## src/hw/rv_ex_settings.svh

```systemverilog
`ifndef RV_EX_SETTINGS_SVH
`define RV_EX_SETTINGS_SVH

// width of one integer register / data word
`define RV_XLEN 64

// register index width, x0 to x31
`define RV_REG_AW 5

// pc seen downstream right after reset
`define RV_RESET_PC 64'h0000_0000_8000_0000

`endif

```

## src/hw/rv_ex_pkg.sv

```systemverilog
`default_nettype none

`include "rv_ex_settings.svh"

package rv_ex_pkg;

	typedef logic [`RV_XLEN-1:0]   xlen_t;
	typedef logic [`RV_REG_AW-1:0] reg_addr_t;
	typedef logic [`RV_XLEN-1:0]   pc_t;

	// execute op codes, single-cycle ones first
	typedef enum logic [4:0] {
		OP_ADD   = 5'd0,
		OP_SUB   = 5'd1,
		OP_AND   = 5'd2,
		OP_OR    = 5'd3,
		OP_XOR   = 5'd4,
		OP_SLL   = 5'd5,
		OP_SRL   = 5'd6,
		OP_SRA   = 5'd7,
		OP_SLT   = 5'd8,
		OP_SLTU  = 5'd9,
		OP_MUL   = 5'd16, // multi-cycle group
		OP_MULHU = 5'd17,
		OP_DIV   = 5'd18,
		OP_DIVU  = 5'd19,
		OP_REM   = 5'd20,
		OP_REMU  = 5'd21
	} alu_op_e;

	typedef enum logic [1:0] {
		MD_IDLE = 2'd0,
		MD_RUN  = 2'd1,
		MD_DONE = 2'd2
	} md_state_e;

endpackage

`default_nettype wire

```

## src/hw/rv_alu.sv

```systemverilog
`timescale 1ns/100ps
`default_nettype none

module rv_alu (
	input  wire rv_ex_pkg::alu_op_e alu_op_i,
	input  wire rv_ex_pkg::xlen_t   a_i,
	input  wire rv_ex_pkg::xlen_t   b_i,
	output rv_ex_pkg::xlen_t        res_o
);

	localparam int XLEN = $bits(rv_ex_pkg::xlen_t);
	localparam int SHW  = $clog2(XLEN);

	logic [SHW-1:0] shamt;
	logic           lt_signed;
	logic           lt_unsigned;

	assign shamt       = b_i[SHW-1:0]; // only low bits count for shifts
	assign lt_signed   = $signed(a_i) < $signed(b_i);
	assign lt_unsigned = a_i < b_i;

	always_comb begin
		case (alu_op_i)
			rv_ex_pkg::OP_ADD: begin
				res_o = a_i + b_i;
			end
			rv_ex_pkg::OP_SUB: begin
				res_o = a_i - b_i;
			end
			rv_ex_pkg::OP_AND: begin
				res_o = a_i & b_i;
			end
			rv_ex_pkg::OP_OR: begin
				res_o = a_i | b_i;
			end
			rv_ex_pkg::OP_XOR: begin
				res_o = a_i ^ b_i;
			end
			rv_ex_pkg::OP_SLL: begin
				res_o = a_i << shamt;
			end
			rv_ex_pkg::OP_SRL: begin
				res_o = a_i >> shamt;
			end
			rv_ex_pkg::OP_SRA: begin
				res_o = rv_ex_pkg::xlen_t'($signed(a_i) >>> shamt); // sign fill
			end
			rv_ex_pkg::OP_SLT: begin
				res_o = rv_ex_pkg::xlen_t'(lt_signed);
			end
			rv_ex_pkg::OP_SLTU: begin
				res_o = rv_ex_pkg::xlen_t'(lt_unsigned);
			end
			// mul/div codes land here, result comes from muldiv
			default: begin
				res_o = '0;
			end
		endcase
	end

endmodule

`default_nettype wire

```

## src/hw/rv_muldiv.sv

```systemverilog
`timescale 1ns/100ps
`default_nettype none

module rv_muldiv (
	input  wire                     clk,
	input  wire                     rst_n,
	input  wire                     issue_valid_i,
	input  wire rv_ex_pkg::alu_op_e alu_op_i,
	input  wire rv_ex_pkg::xlen_t   a_i,
	input  wire rv_ex_pkg::xlen_t   b_i,
	input  wire                     flush_i,
	output logic                    busy_o,
	output logic                    done_o,
	output rv_ex_pkg::xlen_t        res_o
);

	localparam int XLEN  = $bits(rv_ex_pkg::xlen_t);
	localparam int CNT_W = $clog2(XLEN);

	rv_ex_pkg::md_state_e state_q;
	rv_ex_pkg::alu_op_e   op_q;
	logic [CNT_W-1:0]     cnt_q;
	logic                 q_neg_q; // quotient needs negation at the end
	logic                 r_neg_q; // remainder follows dividend sign
	logic [2*XLEN-1:0]    acc_q;   // product, or {remainder, quotient}
	rv_ex_pkg::xlen_t     opb_q;   // multiplicand or divisor

	logic             start;
	logic             signed_div;
	logic             a_neg;
	logic             b_neg;
	rv_ex_pkg::xlen_t a_abs;
	rv_ex_pkg::xlen_t b_abs;
	logic [XLEN:0]    mul_sum;
	logic [XLEN:0]    div_shift;
	logic [XLEN:0]    div_diff;

	function automatic logic op_is_div(input rv_ex_pkg::alu_op_e op);
		return (op == rv_ex_pkg::OP_DIV) || (op == rv_ex_pkg::OP_DIVU) ||
			(op == rv_ex_pkg::OP_REM) || (op == rv_ex_pkg::OP_REMU);
	endfunction

	function automatic logic op_is_md(input rv_ex_pkg::alu_op_e op);
		return (op == rv_ex_pkg::OP_MUL) || (op == rv_ex_pkg::OP_MULHU) || op_is_div(op);
	endfunction

	assign start  = issue_valid_i && op_is_md(alu_op_i) && !flush_i &&
		(state_q == rv_ex_pkg::MD_IDLE);
	assign busy_o = start || (state_q == rv_ex_pkg::MD_RUN); // stall from presentation on
	assign done_o = (state_q == rv_ex_pkg::MD_DONE);

	assign signed_div = (alu_op_i == rv_ex_pkg::OP_DIV) || (alu_op_i == rv_ex_pkg::OP_REM);
	assign a_neg      = signed_div && a_i[XLEN-1];
	assign b_neg      = signed_div && b_i[XLEN-1];
	assign a_abs      = a_neg ? -a_i : a_i;
	assign b_abs      = b_neg ? -b_i : b_i;

	// one shift-add step
	assign mul_sum   = {1'b0, acc_q[2*XLEN-1:XLEN]} + (acc_q[0] ? {1'b0, opb_q} : '0);
	// one restoring step, remainder shifted left by the next dividend bit
	assign div_shift = acc_q[2*XLEN-1:XLEN-1];
	assign div_diff  = div_shift - {1'b0, opb_q};

	always_ff @(posedge clk or negedge rst_n) begin
		if (!rst_n) begin
			state_q <= rv_ex_pkg::MD_IDLE;
			op_q    <= rv_ex_pkg::OP_ADD;
			cnt_q   <= '0;
			q_neg_q <= 1'b0;
			r_neg_q <= 1'b0;
		end else if (flush_i) begin
			state_q <= rv_ex_pkg::MD_IDLE; // abort whatever runs
		end else begin
			case (state_q)
				rv_ex_pkg::MD_IDLE: begin
					if (start) begin
						state_q <= rv_ex_pkg::MD_RUN;
						op_q    <= alu_op_i;
						cnt_q   <= '0;
						// div by zero keeps the all-ones quotient
						q_neg_q <= (a_neg ^ b_neg) && (b_i != '0);
						r_neg_q <= a_neg;
					end
				end
				rv_ex_pkg::MD_RUN: begin
					cnt_q <= cnt_q + 1'b1;
					if (cnt_q == CNT_W'(XLEN - 1))
						state_q <= rv_ex_pkg::MD_DONE;
				end
				default: begin
					state_q <= rv_ex_pkg::MD_IDLE;
				end
			endcase
		end
	end

	always_ff @(posedge clk) begin
		if (start) begin
			if (op_is_div(alu_op_i)) begin
				acc_q <= {{XLEN{1'b0}}, a_abs};
				opb_q <= b_abs;
			end else begin
				acc_q <= {{XLEN{1'b0}}, b_i}; // multiplier in low half
				opb_q <= a_i;
			end
		end else if (state_q == rv_ex_pkg::MD_RUN) begin
			if (!op_is_div(op_q))
				acc_q <= {mul_sum, acc_q[XLEN-1:1]};
			else if (div_diff[XLEN])
				acc_q <= {div_shift[XLEN-1:0], acc_q[XLEN-2:0], 1'b0}; // restore
			else
				acc_q <= {div_diff[XLEN-1:0], acc_q[XLEN-2:0], 1'b1};
		end
	end

	always_comb begin
		case (op_q)
			rv_ex_pkg::OP_MUL:   res_o = acc_q[XLEN-1:0];
			rv_ex_pkg::OP_MULHU: res_o = acc_q[2*XLEN-1:XLEN];
			rv_ex_pkg::OP_DIV,
			rv_ex_pkg::OP_DIVU:  res_o = q_neg_q ? -acc_q[XLEN-1:0] : acc_q[XLEN-1:0];
			rv_ex_pkg::OP_REM,
			rv_ex_pkg::OP_REMU:  res_o = r_neg_q ? -acc_q[2*XLEN-1:XLEN] : acc_q[2*XLEN-1:XLEN];
			default:             res_o = '0;
		endcase
	end

endmodule

`default_nettype wire

```

## src/hw/rv_ex_mem_regs.sv

```systemverilog
`timescale 1ns/100ps
`default_nettype none

module rv_ex_mem_regs #(
	parameter rv_ex_pkg::pc_t RESET_PC = '0
) (
	input  wire                       clk,
	input  wire                       rst_n,
	input  wire                       issue_valid_i,
	input  wire                       flush_i,
	input  wire                       md_busy_i,
	input  wire                       md_done_i,
	input  wire rv_ex_pkg::xlen_t     alu_res_i,
	input  wire rv_ex_pkg::xlen_t     md_res_i,
	input  wire rv_ex_pkg::reg_addr_t rd_i,
	input  wire                       reg_wen_i,
	input  wire rv_ex_pkg::pc_t       pc_i,
	output logic                      valid_o,
	output logic                      reg_wen_o,
	output rv_ex_pkg::xlen_t          result_o,
	output rv_ex_pkg::reg_addr_t      rd_o,
	output rv_ex_pkg::pc_t            pc_o
);

	rv_ex_pkg::xlen_t res_sel;

	// finished muldiv wins over the alu result
	assign res_sel = md_done_i ? md_res_i : alu_res_i;

	always_ff @(posedge clk or negedge rst_n) begin
		if (!rst_n) begin
			valid_o   <= 1'b0;
			reg_wen_o <= 1'b0;
			result_o  <= '0;
			rd_o      <= '0;
			pc_o      <= RESET_PC;
		end else if (flush_i) begin
			// bubble, data fields keep their value
			valid_o   <= 1'b0;
			reg_wen_o <= 1'b0;
		end else if (md_busy_i) begin
			valid_o   <= 1'b0; // stalled, hold the rest
		end else begin
			valid_o   <= issue_valid_i;
			reg_wen_o <= issue_valid_i && reg_wen_i; // no write from an empty slot
			result_o  <= res_sel;
			rd_o      <= rd_i;
			pc_o      <= pc_i;
		end
	end

endmodule

`default_nettype wire

```

## src/hw/rv_ex_top.sv

```systemverilog
`timescale 1ns/100ps
`default_nettype none

`include "rv_ex_settings.svh"

module rv_ex_top (
	input  wire                       clk,
	input  wire                       rst_n,
	// issue side
	input  wire                       issue_valid_i,
	input  wire rv_ex_pkg::alu_op_e   alu_op_i,
	input  wire rv_ex_pkg::xlen_t     src1_i,
	input  wire rv_ex_pkg::xlen_t     src2_i,
	input  wire rv_ex_pkg::reg_addr_t rd_i,
	input  wire                       reg_wen_i,
	input  wire rv_ex_pkg::pc_t       pc_i,
	input  wire                       flush_i,
	output logic                      stall_o,
	// towards mem stage
	output logic                      valid_o,
	output rv_ex_pkg::xlen_t          result_o,
	output rv_ex_pkg::reg_addr_t      rd_o,
	output logic                      reg_wen_o,
	output rv_ex_pkg::pc_t            pc_o
);

	rv_ex_pkg::xlen_t alu_res;
	rv_ex_pkg::xlen_t md_res;
	logic             md_done;

	rv_alu u_alu (
		.alu_op_i (alu_op_i),
		.a_i      (src1_i),
		.b_i      (src2_i),
		.res_o    (alu_res)
	);

	rv_muldiv u_muldiv (
		.clk           (clk),
		.rst_n         (rst_n),
		.issue_valid_i (issue_valid_i),
		.alu_op_i      (alu_op_i),
		.a_i           (src1_i),
		.b_i           (src2_i),
		.flush_i       (flush_i),
		.busy_o        (stall_o),  // busy is the stage stall
		.done_o        (md_done),
		.res_o         (md_res)
	);

	rv_ex_mem_regs #(
		.RESET_PC (`RV_RESET_PC)
	) u_ex_mem (
		.clk           (clk),
		.rst_n         (rst_n),
		.issue_valid_i (issue_valid_i),
		.flush_i       (flush_i),
		.md_busy_i     (stall_o),
		.md_done_i     (md_done),
		.alu_res_i     (alu_res),
		.md_res_i      (md_res),
		.rd_i          (rd_i),
		.reg_wen_i     (reg_wen_i),
		.pc_i          (pc_i),
		.valid_o       (valid_o),
		.reg_wen_o     (reg_wen_o),
		.result_o      (result_o),
		.rd_o          (rd_o),
		.pc_o          (pc_o)
	);

endmodule

`default_nettype wire

```

## config.mk

```make
export PLATFORM = sky130hd
export DESIGN_NAME = rv_ex_top
export DESIGN_NICKNAME = d
export VERILOG_FILES = /design/src/hw/rv_ex_pkg.sv /design/src/hw/rv_alu.sv /design/src/hw/rv_muldiv.sv /design/src/hw/rv_ex_mem_regs.sv /design/src/hw/rv_ex_top.sv
export VERILOG_INCLUDE_DIRS = /design/src /design/src/hw
export SDC_FILE = /design/constraint.sdc
export NUM_CORES = 2
export LEC_CHECK = 0
export BUFFER_PORTS_ARGS = -buffer_cell sky130_fd_sc_hd__buf_2
export CAP_MARGIN = 10
export CORE_ASPECT_RATIO = 1.1
export CORE_MARGIN = 2
export CORE_UTILIZATION = 40
export CTS_CLUSTER_DIAMETER = 150
export DETAILED_ROUTE_END_ITERATION = 6
export PLACE_DENSITY_LB_ADDON = 0.25
export SLEW_MARGIN = 10
export SYNTH_ARGS = -nofsm -noshare
export SYNTH_HDL_FRONTEND = slang
export SYNTH_SLANG_ARGS = --single-unit
```

## constraint.sdc

```tcl
create_clock -name clk -period 10.89 [get_ports clk]
set_input_delay 1.089 -clock clk [delete_from_list [all_inputs] [get_ports clk]]
set_output_delay 1.089 -clock clk [all_outputs]
set_load 0.03 [all_outputs]
```

==> impl_results.md <==
- Worst setup EP type: register
- Nets: about 7,400
- Worst IR drop on VDD: 0.000104 V
- Syn Inst Count: just under 7,000
- RSZ-0062 raised after global routing: false
- CTS max path bufs: 3
- Root Driver: clkbuf_16
- IO buf count: approximately 340
- Min Tclk post-route: between 6000 and 7000 ps
- Mapped Avg Cell Area: just over 7 µm²
- Post-Syn Area: approximately 50,000 µm²
- Layout area overhead: 8.30%
- Initial antenna violation count: 30
- CP max stage cell: o41ai_1
- Fmax: about 0.16 GHz
- Warnings from Yosys: 0
- CTS tree: yes
- Initial DRC count: approximately 8,100
- Clock-pin slew on the worst setup and hold paths: ~60 ps
- Max incr delay on CP: between 800 and 900 ps
- Largest net degree at the start of global routing: between 100 and 150
- Critical path, cell by cell: buf_4 > clkinv_2 > ha_1 > or4_1 > nand3_1 > a211oi_1 > o41ai_1 > o211ai_1 > o211ai_1 > a311oi_1 > a2111o_1 > nand3_1 > a21oi_1
- H-tree depth: 2
- Synth Net Count: around 7,500
- Initial Util: about two fifths
- Startpoint types: input pin
- Clk_lat worst skew: roughly 640 ps
- Total Wirelength: 269 mm
- Tot GR Track Use: 40.1%
- Pwr dens: ~120 nW/µm²
- Status: completed
- Number of global-route vias before repair: ~53,000
- Top FF cell, synth: edfxtp_1
- Drt via density: between 6 and 7
- Top cells by area, synth: edfxtp_1 (12%), ha_1 (8.3%), dfrtp_1 (7.4%), nand2_1 (6.7%), a21oi_1 (6.1%)
- Yosys top cell by area: edfxtp_1
- Chip Width: 341 µm
- Top-area cell type share of the netlist area: a little under an eighth
- Fin crit share: roughly three fifths
- Reg2reg setup slack: 4850 ps
- Post-CTS Resized: 0
- Cell row count: roughly 140
- Slew headroom: between 3 and 4%
- Number of synthesized register bits: approximately 340
- ANT nets after route: 0
- Hold Crit Class: input pin to async pin
- Core area: about 120,000 µm²
- Clock buffer count from CTS: 44
- Register area share after synthesis: between 10% and 20%
- Clock skew: around 44 ps
- Final setup viols: 0
- Detailed placer's ending HPWL: about 210 mm
- Drt first pass iters: 7
- Unique masters post-synth: between 90 and 100
- Grt ovf: 0
- R2R depth: 15
- Maxcap violations: 0
- Worst hold slack: approximately 380 ps
- Lkg Pwr: around 22 nW
- Die Area: between 100,000 and 150,000 µm²
- CP Class: input pin to register
- Worst slew pin tran: approximately 1400 ps
- CTS sink count: roughly 340
- CP arrival: a little under 7000 ps
- Share of cells above drive strength 1: between 10% and 20%
- Routed len/inst: 31.3 µm
- First-pass GRT wire length: approximately 380 mm
- Final Util: between 40 and 50%
- Number of enable flip-flop cells after synthesis: about 190
- Sum of negative setup slack: 0 ps
- CP max FO: 60
- DRC errors left: 0
- Ys async rst share: a little over two fifths
- Final Hold Vio Count: 0
- IO Pins: about 340
- GPL Wtd Cong: between 1 and 1.5
- Vias: roughly 58,000
- Die H: 375 µm
- Post-CTS Hold Buffers: 0
- Post-CTS Setup Bufs: 0
- R2R Path End: u_muldiv.acc_q[0]$_DFFE_PP_
- Reg2Reg Launch Point: u_muldiv.acc_q[63]$_DFFE_PP_
- WP data required: ~11,000 ps
- Post-layout power: about 6.5 mW
- Max-slew violations: 0
## layout by cell type, fill, tap and decap left out, types with 87 or more instances in the layout
cell / n
a211oi_1: 189
a21o_1: 91
a21oi_1: 606
a31oi_1: 144
buf_2: 336
buf_4: 112
dfrtp_1: 149
edfxtp_1: 192
ha_1: 331
inv_1: 304
mux2i_1: 215
mux4_2: 93
nand2_1: 886
nand3_1: 106
nand4_1: 87
nor2_1: 754
nor3_1: 160
o21ai_0: 596
xnor2_1: 206
## how the worst max path moves through the flow
stage,start,endpoint,cells past startpoint
6_report,src2_i[3],u_ex_mem.result_o[51]$_DFFE_PN0P_,13
5_1_grt,src2_i[3],u_ex_mem.result_o[52]$_DFFE_PN0P_,15
4_1_cts,src2_i[3],u_ex_mem.result_o[51]$_DFFE_PN0P_,13
3_5_place_dp,src2_i[3],u_ex_mem.result_o[51]$_DFFE_PN0P_,13
3_3_place_gp,src2_i[3],u_ex_mem.result_o[51]$_DFFE_PN0P_,13
2_1_floorplan,alu_op_i[4],u_ex_mem.result_o[53]$_DFFE_PN0P_,8
## cell usage after synthesis (all sizes together) (18+ instances only)
cell and instances:
a211oi 190, a21o 91, a21oi 608, a221o 33, a221oi 51, a22oi 79
a31oi 144, and2 28, and3 24, buf 87, clkbuf 459, dfrtp 149
edfxtp 192, ha 331, inv 309, mux2 49, mux2i 216, mux4 93
nand2 890, nand2b 39, nand3 106, nand4 87, nor2 758, nor2b 58
nor3 161, nor4 64, o2111ai 18, o211ai 65, o21a 43, o21ai 600
o21bai 63, o221ai 36, o22ai 62, o311ai 23, o31a 24, o31ai 83
o41ai 21, or2 28, or3 68, or4 37, xnor2 206, xor2 56
## where the power goes
part / switching (mW) / internal, mW
registers: 0.165 / 1.55
clock network: 0.665 / 0.878
logic: 2.17 / 1.02
total: 3.00 / 3.45
## sequential cells by signal, summed over array words and instances (netlist names)
register,count
u_muldiv.state_q,2
u_muldiv.op_q,5
u_muldiv.opb_q,64
u_muldiv.cnt_q,6
u_ex_mem.valid_o,1
u_ex_mem.rd_o,5
u_ex_mem.pc_o,64
u_muldiv.r_neg_q,1
u_muldiv.q_neg_q,1
u_muldiv.acc_q,128
u_ex_mem.reg_wen_o,1
u_ex_mem.result_o,64
## area by class of cell
cell class                 count  area (µm²)
antenna                       14        35.0
fill                       13077       70400
multi-input combinational   5735       37400
clock buffer                  58        1190
timing repair buffer         452        2560
sequential                   342        9520
tap                         1656        2070
inverter                     316        1190
clock inverter                22         272
## through the flow
step	instance area, µm²	cells	worst slack (ps)
finish	54200	8595	4510
detailed placement	52700	8500	4080
global route	54200	8585	4230
floorplan	50100	6939	622
CTS	54200	8580	4730
global placement	52700	8500	4060
## logic make-up (layout without fill, tap and decap cells)
logic type	count (synthesis)	count (layout)	synth area share, %
AOI/OAI and AO/OA	2390	2390	30.5
and+or+nand+nor	2390	2390	21.3
buffers and inverters	862	848	6.57
muxes	358	358	9.61
DFF	342	342	19.0
adders and majority gates	335	335	8.43
xor gates and xnor gates	262	262	4.58
other	0	14	0
## critical path: cells and delay by family
family,cells,cell delay [ps]
buffers and inverters,2,1310
and+or+nand+nor,3,790
adders and majority gates,1,690
AOI/OAI and AO/OA,7,2980
## routing by layer
layer  routed length (µm)  vias to the layer above  share of wire (%)  GRT usage (%)
met5                  124                        -              0.046              0
met4                14300                       18                5.3           18.1
met3                30200                      596                 11           9.22
met2               115000                     3528                 43           60.5
met1               109000                    27902                 41           54.2
li1                     -                    25498                  -              -
Power figures use the tool's default switching activity.
